## src/common/usb_settings.svh

```systemverilog
/*
  Shared constants of the USB full-speed transmitter.
  USB_QUEUE_DEPTH must be a power of two. The CRC polynomial is in reflected form
  for an LSB-first serial update.
*/
`ifndef USB_SETTINGS_SVH
`define USB_SETTINGS_SVH

// clocks per line bit, 48 MHz / 12 Mbps
`define USB_BIT_PERIOD 4

// byte queue entries, also the initial credit count
`define USB_QUEUE_DEPTH 4

// consecutive ones before a stuffed zero
`define USB_STUFF_LIMIT 6

`define USB_CRC16_POLY 16'hA001 // 0x8005 reflected
`define USB_CRC16_INIT 16'hFFFF

`define USB_SYNC_BYTE 8'h80 // KJKJKJKK on the line, LSB first

`endif
```

## src/common/usb_pkg.sv

```systemverilog
/*
  Types shared by the USB transmit path.
  Line states encode {dp, dn} directly, so J is 2'b10 and K is 2'b01.
*/
`include "usb_settings.svh"

package usb_pkg;

  typedef logic [7:0] usb_byte_t;
  typedef logic [3:0] usb_pid_t;
  typedef logic [$clog2(`USB_QUEUE_DEPTH + 1) - 1:0] usb_credit_t;

  typedef enum logic [1:0] {
    line_se0 = 2'b00,
    line_k   = 2'b01,
    line_j   = 2'b10
  } usb_line_e;

  typedef struct packed {
    usb_byte_t data;
    logic      last; // final byte of the packet
  } usb_qbyte_s;

  typedef struct packed {
    usb_pid_t pid;
    logic     has_payload; // data packet with CRC16
  } usb_req_s;

  typedef enum logic [2:0] {
    idle,
    sync,
    pid,
    payload,
    crc_lo,
    crc_hi
  } usb_pkt_e;

endpackage

```

## src/source/usb_tx_top.sv

```systemverilog
/*
  Transmit side of a USB full-speed device.
  The line leaves as separate dp, dn and oe, the pad tristate sits outside.
*/
`timescale 1ns/1ps

module usb_tx_top (
  input  logic               clk,
  input  logic               rst_n,
  input  logic               hs_valid,
  input  usb_pkg::usb_pid_t  hs_pid,
  output logic               hs_ready,
  input  logic               data_valid,
  input  usb_pkg::usb_pid_t  data_pid,
  output logic               data_ready,
  input  logic               pay_valid,
  input  usb_pkg::usb_byte_t pay_data,
  input  logic               pay_last,
  output logic               pay_ready,
  output logic               dp,
  output logic               dn,
  output logic               oe,
  output logic               busy
);

  logic                req_valid;
  usb_pkg::usb_req_s   req;
  logic                req_take;
  logic                pkt_done;
  logic                pp_valid;
  usb_pkg::usb_byte_t  pp_data;
  logic                pp_last;
  logic                pp_ready;
  logic                q_push;
  usb_pkg::usb_qbyte_s q_byte;
  logic                credit_return;
  logic                q_valid;
  usb_pkg::usb_qbyte_s q_head;
  logic                q_rd;

  usb_tx_arbiter usb_tx_arbiter_i (
    .clk        (clk),
    .rst_n      (rst_n),
    .hs_valid   (hs_valid),
    .hs_pid     (hs_pid),
    .hs_ready   (hs_ready),
    .data_valid (data_valid),
    .data_pid   (data_pid),
    .data_ready (data_ready),
    .pay_valid  (pay_valid),
    .pay_data   (pay_data),
    .pay_last   (pay_last),
    .pay_ready  (pay_ready),
    .req_valid  (req_valid),
    .req        (req),
    .req_take   (req_take),
    .pkt_done   (pkt_done),
    .pp_valid   (pp_valid),
    .pp_data    (pp_data),
    .pp_last    (pp_last),
    .pp_ready   (pp_ready)
  );

  usb_packetizer usb_packetizer_i (
    .clk           (clk),
    .rst_n         (rst_n),
    .req_valid     (req_valid),
    .req           (req),
    .req_take      (req_take),
    .pkt_done      (pkt_done),
    .pp_valid      (pp_valid),
    .pp_data       (pp_data),
    .pp_last       (pp_last),
    .pp_ready      (pp_ready),
    .q_push        (q_push),
    .q_byte        (q_byte),
    .credit_return (credit_return)
  );

  usb_byte_queue usb_byte_queue_i (
    .clk           (clk),
    .rst_n         (rst_n),
    .q_push        (q_push),
    .q_byte        (q_byte),
    .q_rd          (q_rd),
    .q_valid       (q_valid),
    .q_head        (q_head),
    .credit_return (credit_return)
  );

  usb_line_tx usb_line_tx_i (
    .clk     (clk),
    .rst_n   (rst_n),
    .q_valid (q_valid),
    .q_head  (q_head),
    .q_rd    (q_rd),
    .dp      (dp),
    .dn      (dn),
    .oe      (oe),
    .busy    (busy)
  );

endmodule

```

## src/line/usb_line_tx.sv

```systemverilog
/*
  NRZI line encoder, LSB first, with a stuffed zero after six ones.
  Each packet ends with 2 SE0 bits and 1 J bit. The queue must not run dry
  inside a packet, only the last flag ends it.
*/
`timescale 1ns/1ps
`include "usb_settings.svh"

module usb_line_tx (
  input  logic                clk,
  input  logic                rst_n,
  input  logic                q_valid,
  input  usb_pkg::usb_qbyte_s q_head,
  output logic                q_rd,
  output logic                dp,
  output logic                dn,
  output logic                oe,
  output logic                busy
);

  localparam int TICK_W = $clog2(`USB_BIT_PERIOD);
  localparam logic [TICK_W-1:0] TICK_RELOAD = TICK_W'(`USB_BIT_PERIOD - 1);

  logic [TICK_W-1:0]  tick;     // clocks left in the current bit
  usb_pkg::usb_byte_t shift;
  logic [2:0]         bits;     // data bits left in the byte
  logic [2:0]         ones;     // consecutive ones sent
  usb_pkg::usb_line_e line;
  usb_pkg::usb_line_e line_toggled;
  logic               last_q;   // byte in flight closes the packet
  logic               eop;
  logic [1:0]         eop_cnt;
  logic               active;
  logic               boundary;
  logic               stuff;
  logic               load;
  logic               send;
  logic               eop_start;
  logic               tx_bit;

  assign boundary  = (tick == '0);
  assign stuff     = boundary && !eop && (ones == 3'(`USB_STUFF_LIMIT));
  assign load      = boundary && !eop && !stuff && (bits == '0) && !last_q && q_valid;
  assign send      = load || (boundary && !eop && !stuff && (bits != '0));
  assign eop_start = boundary && !eop && !stuff && (bits == '0) && last_q;
  assign tx_bit    = load ? q_head.data[0] : shift[0]; // first bit goes out on load

  assign line_toggled = (line == usb_pkg::line_j) ? usb_pkg::line_k : usb_pkg::line_j;

  assign q_rd     = load;
  assign {dp, dn} = line;
  assign oe       = active;
  assign busy     = active;

  always_ff @(posedge clk)
  begin
    if (send)
      shift <= load ? {1'b0, q_head.data[7:1]} : {1'b0, shift[7:1]};
  end

  always_ff @(posedge clk or negedge rst_n)
  begin
    if (!rst_n)
    begin
      tick    <= '0;
      bits    <= '0;
      ones    <= '0;
      line    <= usb_pkg::line_j; // idle state
      last_q  <= 1'b0;
      eop     <= 1'b0;
      eop_cnt <= '0;
      active  <= 1'b0;
    end
    else if (!boundary)
    begin
      tick <= tick - 1'b1;
    end
    else if (stuff)
    begin
      line <= line_toggled; // stuffed zero
      ones <= '0;
      tick <= TICK_RELOAD;
    end
    else if (send)
    begin
      tick   <= TICK_RELOAD;
      active <= 1'b1;
      bits   <= load ? 3'd7 : bits - 1'b1;
      if (load)
        last_q <= q_head.last;
      if (tx_bit)
        ones <= ones + 1'b1; // one holds the line
      else
      begin
        line <= line_toggled;
        ones <= '0;
      end
    end
    else if (eop_start)
    begin
      line    <= usb_pkg::line_se0;
      eop     <= 1'b1;
      eop_cnt <= '0;
      last_q  <= 1'b0;
      ones    <= '0;
      tick    <= TICK_RELOAD;
    end
    else if (eop)
    begin
      case (eop_cnt)
        2'd0:
        begin
          line    <= usb_pkg::line_se0; // second SE0 bit
          eop_cnt <= 2'd1;
          tick    <= TICK_RELOAD;
        end
        2'd1:
        begin
          line    <= usb_pkg::line_j;
          eop_cnt <= 2'd2;
          tick    <= TICK_RELOAD;
        end
        default:
        begin
          eop     <= 1'b0; // J bit done, release the line
          eop_cnt <= '0;
          active  <= 1'b0;
        end
      endcase
    end
  end

endmodule

```

## src/source/usb_byte_queue.sv

```systemverilog
/*
  Circular byte queue between packetizer and line encoder.
  Writes are not checked against a full queue, the credit count guards it.
*/
`timescale 1ns/1ps
`include "usb_settings.svh"

module usb_byte_queue (
  input  logic                clk,
  input  logic                rst_n,
  input  logic                q_push,
  input  usb_pkg::usb_qbyte_s q_byte,
  input  logic                q_rd,
  output logic                q_valid,
  output usb_pkg::usb_qbyte_s q_head,
  output logic                credit_return
);

  localparam int PTR_W = $clog2(`USB_QUEUE_DEPTH);

  usb_pkg::usb_qbyte_s  mem [`USB_QUEUE_DEPTH];
  logic [PTR_W-1:0]     wr_ptr;
  logic [PTR_W-1:0]     rd_ptr;
  usb_pkg::usb_credit_t count;
  logic                 pop;

  assign q_valid = (count != '0);
  assign q_head  = mem[rd_ptr];
  assign pop     = q_rd && q_valid;

  always_ff @(posedge clk)
  begin
    if (q_push)
      mem[wr_ptr] <= q_byte;
  end

  always_ff @(posedge clk or negedge rst_n)
  begin
    if (!rst_n)
    begin
      wr_ptr        <= '0;
      rd_ptr        <= '0;
      count         <= '0;
      credit_return <= 1'b0;
    end
    else
    begin
      credit_return <= pop; // one credit back per byte read
      if (q_push)
        wr_ptr <= wr_ptr + 1'b1; // wraps at a power-of-two depth
      if (pop)
        rd_ptr <= rd_ptr + 1'b1;
      case ({q_push, pop})
        2'b10:   count <= count + 1'b1;
        2'b01:   count <= count - 1'b1;
        default: count <= count;
      endcase
    end
  end

endmodule

```

## src/packet/usb_packetizer.sv

```systemverilog
/*
  Frames SYNC, PID and, for data packets, payload and CRC16 into the byte queue.
  Pushes only while credits remain. A data packet needs at least one payload byte.
*/
`timescale 1ns/1ps
`include "usb_settings.svh"

module usb_packetizer (
  input  logic                clk,
  input  logic                rst_n,
  input  logic                req_valid,
  input  usb_pkg::usb_req_s   req,
  output logic                req_take,
  output logic                pkt_done,
  input  logic                pp_valid,
  input  usb_pkg::usb_byte_t  pp_data,
  input  logic                pp_last,
  output logic                pp_ready,
  output logic                q_push,
  output usb_pkg::usb_qbyte_s q_byte,
  input  logic                credit_return
);

  usb_pkg::usb_pkt_e    state;
  usb_pkg::usb_credit_t credits;
  usb_pkg::usb_pid_t    pid_q;
  logic                 has_pay_q;
  logic [15:0]          crc;
  logic                 credit_ok;

  // serial CRC16, data bits taken LSB first
  function automatic logic [15:0] crc16_byte(input logic [15:0] crc_in,
                                             input usb_pkg::usb_byte_t data);
    logic [15:0] c;
    int          i;
    c = crc_in;
    for (i = 0; i < 8; i++)
    begin
      if (c[0] ^ data[i])
        c = (c >> 1) ^ `USB_CRC16_POLY;
      else
        c = c >> 1;
    end
    return c;
  endfunction

  assign credit_ok = (credits != '0);
  assign req_take  = (state == usb_pkg::idle) && req_valid;
  assign pp_ready  = (state == usb_pkg::payload) && credit_ok;

  always_comb
  begin
    q_push = 1'b0;
    q_byte = '0;
    case (state)
      usb_pkg::sync:
      begin
        q_push      = credit_ok;
        q_byte.data = `USB_SYNC_BYTE;
      end
      usb_pkg::pid:
      begin
        q_push      = credit_ok;
        q_byte.data = {~pid_q, pid_q}; // check nibble on top
        q_byte.last = !has_pay_q;
      end
      usb_pkg::payload:
      begin
        q_push      = credit_ok && pp_valid;
        q_byte.data = pp_data;
      end
      usb_pkg::crc_lo:
      begin
        q_push      = credit_ok;
        q_byte.data = ~crc[7:0]; // sent inverted, low byte first
      end
      usb_pkg::crc_hi:
      begin
        q_push      = credit_ok;
        q_byte.data = ~crc[15:8];
        q_byte.last = 1'b1;
      end
      default:
      begin
        q_push = 1'b0;
      end
    endcase
  end

  always_ff @(posedge clk or negedge rst_n)
  begin
    if (!rst_n)
    begin
      state    <= usb_pkg::idle;
      credits  <= usb_pkg::usb_credit_t'(`USB_QUEUE_DEPTH);
      pkt_done <= 1'b0;
    end
    else
    begin
      pkt_done <= q_push && q_byte.last;
      case ({q_push, credit_return})
        2'b10:   credits <= credits - 1'b1;
        2'b01:   credits <= credits + 1'b1;
        default: credits <= credits; // none or both cancel out
      endcase
      case (state)
        usb_pkg::idle:    if (req_valid) state <= usb_pkg::sync;
        usb_pkg::sync:    if (q_push) state <= usb_pkg::pid;
        usb_pkg::pid:     if (q_push) state <= has_pay_q ? usb_pkg::payload : usb_pkg::idle;
        usb_pkg::payload: if (q_push && pp_last) state <= usb_pkg::crc_lo;
        usb_pkg::crc_lo:  if (q_push) state <= usb_pkg::crc_hi;
        usb_pkg::crc_hi:  if (q_push) state <= usb_pkg::idle;
        default:          state <= usb_pkg::idle;
      endcase
    end
  end

  always_ff @(posedge clk)
  begin
    if (req_take)
    begin
      pid_q     <= req.pid;
      has_pay_q <= req.has_payload;
      crc       <= `USB_CRC16_INIT;
    end
    else if ((state == usb_pkg::payload) && q_push)
    begin
      crc <= crc16_byte(crc, pp_data);
    end
  end

endmodule

```

## src/source/usb_tx_arbiter.sv

```systemverilog
/*
  Grants the packetizer to one port for a whole packet, handshakes first.
  The grant locks on req_take and releases on pkt_done.
*/
`timescale 1ns/1ps

module usb_tx_arbiter (
  input  logic                clk,
  input  logic                rst_n,
  input  logic                hs_valid,
  input  usb_pkg::usb_pid_t   hs_pid,
  output logic                hs_ready,
  input  logic                data_valid,
  input  usb_pkg::usb_pid_t   data_pid,
  output logic                data_ready,
  input  logic                pay_valid,
  input  usb_pkg::usb_byte_t  pay_data,
  input  logic                pay_last,
  output logic                pay_ready,
  output logic                req_valid,
  output usb_pkg::usb_req_s   req,
  input  logic                req_take,
  input  logic                pkt_done,
  output logic                pp_valid,
  output usb_pkg::usb_byte_t  pp_data,
  output logic                pp_last,
  input  logic                pp_ready
);

  logic locked;   // packet in flight
  logic sel_data; // data port owns the grant

  assign req_valid       = !locked && (hs_valid || data_valid);
  assign req.pid         = hs_valid ? hs_pid : data_pid; // fixed priority
  assign req.has_payload = !hs_valid;

  assign hs_ready   = req_take && hs_valid;
  assign data_ready = req_take && !hs_valid && data_valid;

  // payload only flows while the data port holds the grant
  assign pp_valid  = locked && sel_data && pay_valid;
  assign pp_data   = pay_data;
  assign pp_last   = pay_last;
  assign pay_ready = locked && sel_data && pp_ready;

  always_ff @(posedge clk or negedge rst_n)
  begin
    if (!rst_n)
    begin
      locked   <= 1'b0;
      sel_data <= 1'b0;
    end
    else if (req_take)
    begin
      locked   <= 1'b1;
      sel_data <= !hs_valid; // same choice as req above
    end
    else if (pkt_done)
    begin
      locked <= 1'b0;
    end
  end

endmodule

```

## config.mk

```make
export PLATFORM = sky130hd
export DESIGN_NAME = usb_tx_top
export DESIGN_NICKNAME = d
export VERILOG_FILES = /design/src/common/usb_pkg.sv /design/src/source/usb_tx_top.sv /design/src/line/usb_line_tx.sv /design/src/source/usb_byte_queue.sv /design/src/packet/usb_packetizer.sv /design/src/source/usb_tx_arbiter.sv
export VERILOG_INCLUDE_DIRS = /design/src /design/src/common
export SDC_FILE = /design/constraint.sdc
export NUM_CORES = 1
export LEC_CHECK = 0
export ABC_CLOCK_PERIOD_IN_PS = 3760
export BUFFER_PORTS_ARGS = -buffer_cell sky130_fd_sc_hd__buf_2
export CAP_MARGIN = 20
export CORE_MARGIN = 10
export CORE_UTILIZATION = 55
export CTS_CLUSTER_DIAMETER = 120
export DETAILED_ROUTE_END_ITERATION = 10
export PLACE_DENSITY = 0.73
export SETUP_SLACK_MARGIN = 0.2
export SYNTH_ARGS = -nofsm -noshare
export SYNTH_HDL_FRONTEND = slang
export SYNTH_HIERARCHICAL = 1
export SYNTH_SLANG_ARGS = --single-unit
export TNS_END_PERCENT = 1
```

## constraint.sdc

```tcl
create_clock -name clk -period 3.76 [get_ports clk]
set_clock_uncertainty 0.1 [all_clocks]
set_input_delay 0.752 -clock clk [delete_from_list [all_inputs] [get_ports clk]]
set_output_delay 0.752 -clock clk [all_outputs]
set_load 0.01 [all_outputs]
```

==> flow_results.org <==
** Run status
- The flow ran to the end, and the final reports show no timing, DRC or antenna violations.

** Clocking
- For this design, the CTS-stage hold fixing added 0 buffers.
- Clk_lat worst skew :: 0.36 ns
- CTS buffer count :: 9
- Gates resized during post-CTS repair numbered 0.
- The tree built by TritonCTS fans out to 96 sinks.
- Buffer levels on the longest clock path :: 2
- TritonCTS built the clock tree.
- Number of setup buffers added after CTS :: 0
- H-tree lvl count :: 3
- Clock-pin slew was measured on the worst setup and hold paths at 0.10 ns.
- Clock root buffer master :: sky130_fd_sc_hd__clkbuf_8

** Cells and area
- Finished layout cell area :: 5050 um2
- For this run, the share of the core covered by cells in the final layout is 0.608.
- In the final layout, the share of cells above drive strength 1 is 0.202.
- Most frequent cells in the layout :: sky130_fd_sc_hd__edfxtp_1 (48), sky130_fd_sc_hd__nand2_1 (30), sky130_fd_sc_hd__dfrtp_1 (30)
- Area growth from synthesis to layout :: 6.27%
- Most frequent standard cell in the layout excluding fill and tap cells :: sky130_fd_sc_hd__edfxtp_1
- Number of standard cells in the layout, taps in and fillers out :: 511
- Number of antenna diodes :: 0
- Layout Nets :: 436

** Global routing
- Global-route wire length before repair :: 13,900 um
- Number of antenna violations at the first check in global routing :: 0
- For this run, the total global-route usage over all layers was measured as 0.132.
- For this run the aggregate overflow at the end of global routing stands at 0.
- Entering global routing, the biggest net connects 33 pins.
- The via count of the first global-routing pass is 2,898.

** Synth
- Total of warnings raised by yosys :: 6
- After technology mapping, the gate count stands at 386.
- Number of library cell types mapped by synthesis :: 56
- Mean Syn Cell Area :: 12.3 um2
- Seq cells post-synth :: 96
- The share of the Yosys chip area taken by registers is 0.540.
- The number of nets handed over by synthesis was 421.
- EDFF count, synth :: 48
- Cell Area, Synth :: 4750 um2
- Of all flip-flops after synthesis, the portion carrying an async set or reset was 0.333.
- Most used flip-flop cell after synthesis :: sky130_fd_sc_hd__edfxtp_1

** STA
- Setup repair after global routing left no endpoint under its margin.
- Worst Hold Slack :: 0.326 ns
- For the final routed database, the setup TNS stands at 0 ns.
- Total count of max-transition violations in the final report :: 0
- Crit path time final :: 3.15 ns
- Worst slew margin relative to its limit :: 0.368
- Number of endpoints with negative hold slack in the final report :: 0
- Transition at the pin with the smallest max-transition slack :: 0.948 ns
- Based on the critical path, the design can be clocked at up to 0.318 GHz.
- Period Utilization, post-route :: 0.837
- Count of endpoints failing setup in the final report :: 0

** Worst setup path
- Worst-case register-to-register setup slack :: 0.61 ns
- Critical Path Fanout Max :: 11
- In this run the critical register-to-register path is captured at usb_byte_queue_i/count[2]$_DFFE_PN0P_.
- Category of the most critical setup path :: flop to flop
- The worst register-to-register path begins at usb_line_tx_i/tick[0]$_DFFE_PN0P_.
- Register-to-Register Path Depth :: 12
- Startpoint Class :: flop
- STA classifies the critical path endpoint as a flop.
- STA puts the critical path data required time at 3.95 ns.
- Critical path arrival :: 3.34 ns
- The most critical setup path has its startpoint at usb_line_tx_i/tick[0]$_DFFE_PN0P_.

** Detailed routing
- DRC violation count after routing :: 0
- The routed design has 8120 um of wire.
- Count of antenna-violating nets left after detailed routing :: 0
- The first detailed-routing pass ran for 4 iterations.
- After the first detailed-routing iteration, the DRC count stood at 73.
- Number of vias after detailed routing :: 2,841
- After detailed routing, the number of vias per cell comes to 5.56.
- Dividing the detail-routed wire length by the instance count gives 15.9 um.

** Placement
- The congestion estimate from routability-driven global placement came to 0.773.
- Post-DP HPWL :: 5910 um
- Counting tap cells, the placed design contains a total of 495 instances.
- Area of placed instances :: 4870 um2
- Count of input and output buffers :: 28

** Min path
- Worst Hold Class :: primary input to asynchronous set/reset pin

** Floorplan
- The die covers 12,800 um2.
- The core region is 8300 um2.
- From left edge to right edge, the die measures 113 um.
- The initialized floorplan defines 33 standard-cell rows.
- 29 I/O pins were placed.
- Vertical die dimension :: 113 um
- Starting density of the core :: 0.572

** Pwr
- PwrDens :: 840 nW/um2
- VDD sags by at most 0.423 mV.
- In this run the static leakage power is 2.07 nW.

** Flow run
- The tool flagged a number of max-cap violations equal to 0.
[routing by layer]
| layer | share of wire | GRT usage | wire (um) | up-vias |
|---|---|---|---|---|
| met5 | 0 | 0 | 0 | - |
| met4 | 0.011 | 0.0355 | 91 | 0 |
| met3 | 0.056 | 0.0460 | 452 | 8 |
| met2 | 0.50 | 0.218 | 4020 | 64 |
| met1 | 0.44 | 0.161 | 3550 | 1375 |
| li1 | - | - | - | 1394 |
[final cells by class]
type / count / area, um2
Multi-Input combinational cell: 243 / 1940
Inverter: 21 / 81.3
Sequential cell: 96 / 2560
Tap cell: 105 / 131
Timing Repair Buffer: 30 / 155
Clock buffer: 9 / 124
Fill cell: 671 / 3250
Clock inverter: 7 / 53.8
[state kept, by name (all words and copies together), names as in the netlist, 3 cells and up]
| signal | cells |
|---|---|
| usb_line_tx_i/bits | 3 |
| usb_packetizer_i/pid_q | 4 |
| usb_line_tx_i/ones | 3 |
| usb_packetizer_i/state | 3 |
| usb_byte_queue_i/mem | 36 |
| usb_byte_queue_i/count | 3 |
| usb_packetizer_i/crc | 16 |
| usb_packetizer_i/credits | 3 |
| usb_line_tx_i/shift | 7 |
[worst max-delay path by stage]
| stage | endpoint | slack [ns] | cells after the start |
|---|---|---|---|
| finish | usb_byte_queue_i/count[2]$_DFFE_PN0P_ | 0.61 | 12 |
| global route | usb_byte_queue_i/count[2]$_DFFE_PN0P_ | 0.35 | 12 |
| CTS | usb_byte_queue_i/count[2]$_DFFE_PN0P_ | 0.58 | 12 |
| detailed placement | usb_byte_queue_i/count[2]$_DFFE_PN0P_ | 0.57 | 12 |
| global placement | data_ready | 0.67 | 7 |
| floorplan | data_ready | 0.87 | 6 |
[power breakdown]
group          internal [mW]  switching, mW
combinational          0.802          0.922
clock                  0.246          0.365
sequential              1.62          0.284
[Yosys cell counts, types with 2 or more instances]
master / n / share of area
sky130_fd_sc_hd__dfstp_2: 2 / 0.011
sky130_fd_sc_hd__edfxtp_1: 48 / 0.30
sky130_fd_sc_hd__or3_1: 4 / 0.0053
sky130_fd_sc_hd__mux2_4: 11 / 0.035
sky130_fd_sc_hd__a21o_1: 3 / 0.0047
sky130_fd_sc_hd__dfrtp_1: 30 / 0.16
sky130_fd_sc_hd__buf_4: 10 / 0.016
sky130_fd_sc_hd__xnor2_2: 3 / 0.010
sky130_fd_sc_hd__nor3_1: 4 / 0.0042
sky130_fd_sc_hd__nor2_1: 25 / 0.020
sky130_fd_sc_hd__o211ai_1: 9 / 0.014
sky130_fd_sc_hd__inv_1: 19 / 0.015
sky130_fd_sc_hd__mux4_2: 8 / 0.038
sky130_fd_sc_hd__xnor2_1: 17 / 0.031
sky130_fd_sc_hd__buf_2: 7 / 0.0074
sky130_fd_sc_hd__o22ai_1: 9 / 0.012
sky130_fd_sc_hd__buf_6: 3 / 0.0071
sky130_fd_sc_hd__a21oi_1: 15 / 0.016
sky130_fd_sc_hd__a211oi_1: 4 / 0.0063
sky130_fd_sc_hd__nand2b_1: 5 / 0.0066
sky130_fd_sc_hd__mux2_1: 6 / 0.014
sky130_fd_sc_hd__nand2_1: 30 / 0.024
sky130_fd_sc_hd__dfxtp_1: 16 / 0.067
sky130_fd_sc_hd__and2_1: 6 / 0.0079
sky130_fd_sc_hd__a32o_1: 2 / 0.0042
sky130_fd_sc_hd__fa_1: 2 / 0.0084
sky130_fd_sc_hd__and3_1: 5 / 0.0066
sky130_fd_sc_hd__o21ai_0: 6 / 0.0063
sky130_fd_sc_hd__clkbuf_1: 5 / 0.0040
sky130_fd_sc_hd__o21ai_1: 6 / 0.0063
sky130_fd_sc_hd__xor2_1: 11 / 0.020
sky130_fd_sc_hd__ha_1: 11 / 0.029
sky130_fd_sc_hd__mux2i_1: 5 / 0.011
sky130_fd_sc_hd__nand3_1: 9 / 0.0095
sky130_fd_sc_hd__a22oi_1: 2 / 0.0032
sky130_fd_sc_hd__nor2b_1: 5 / 0.0066
sky130_fd_sc_hd__mux2_2: 4 / 0.0095
[kinds of logic (layout without fill, tap and decap cells)]
kind of cell,Yosys count,count (layout),synth area share
AOI/OAI and AO/OA,64,64,0.0880
xor gates and xnor gates,32,32,0.0669
adders and majority gates,13,13,0.0374
buffers and inverters,47,67,0.0522
DFF,96,96,0.540
muxes,35,35,0.112
and+or+nand+nor,99,99,0.103
[critical path, stage by stage (launching register included)]
cell,delay (ns)
sky130_fd_sc_hd__dfrtp_1,0.37
sky130_fd_sc_hd__inv_1,0.07
sky130_fd_sc_hd__ha_1,0.40
sky130_fd_sc_hd__nand2b_4,0.12
sky130_fd_sc_hd__or3_1,0.59
sky130_fd_sc_hd__inv_1,0.15
sky130_fd_sc_hd__o31a_1,0.23
sky130_fd_sc_hd__ha_1,0.21
sky130_fd_sc_hd__inv_1,0.06
sky130_fd_sc_hd__fa_1,0.38
sky130_fd_sc_hd__xor2_1,0.15
sky130_fd_sc_hd__nor2_1,0.11
sky130_fd_sc_hd__xor2_1,0.14
[stage by stage]
stage | worst slack (ns) | power, mW
floorplan | 0.869 | 3.29
global placement | 0.665 | 3.60
detailed placement | 0.573 | 3.68
CTS | 0.576 | 4.30
global route | 0.347 | 4.57
finish | 0.614 | 4.24
Note: power is estimated with default switching activity, not from simulation.
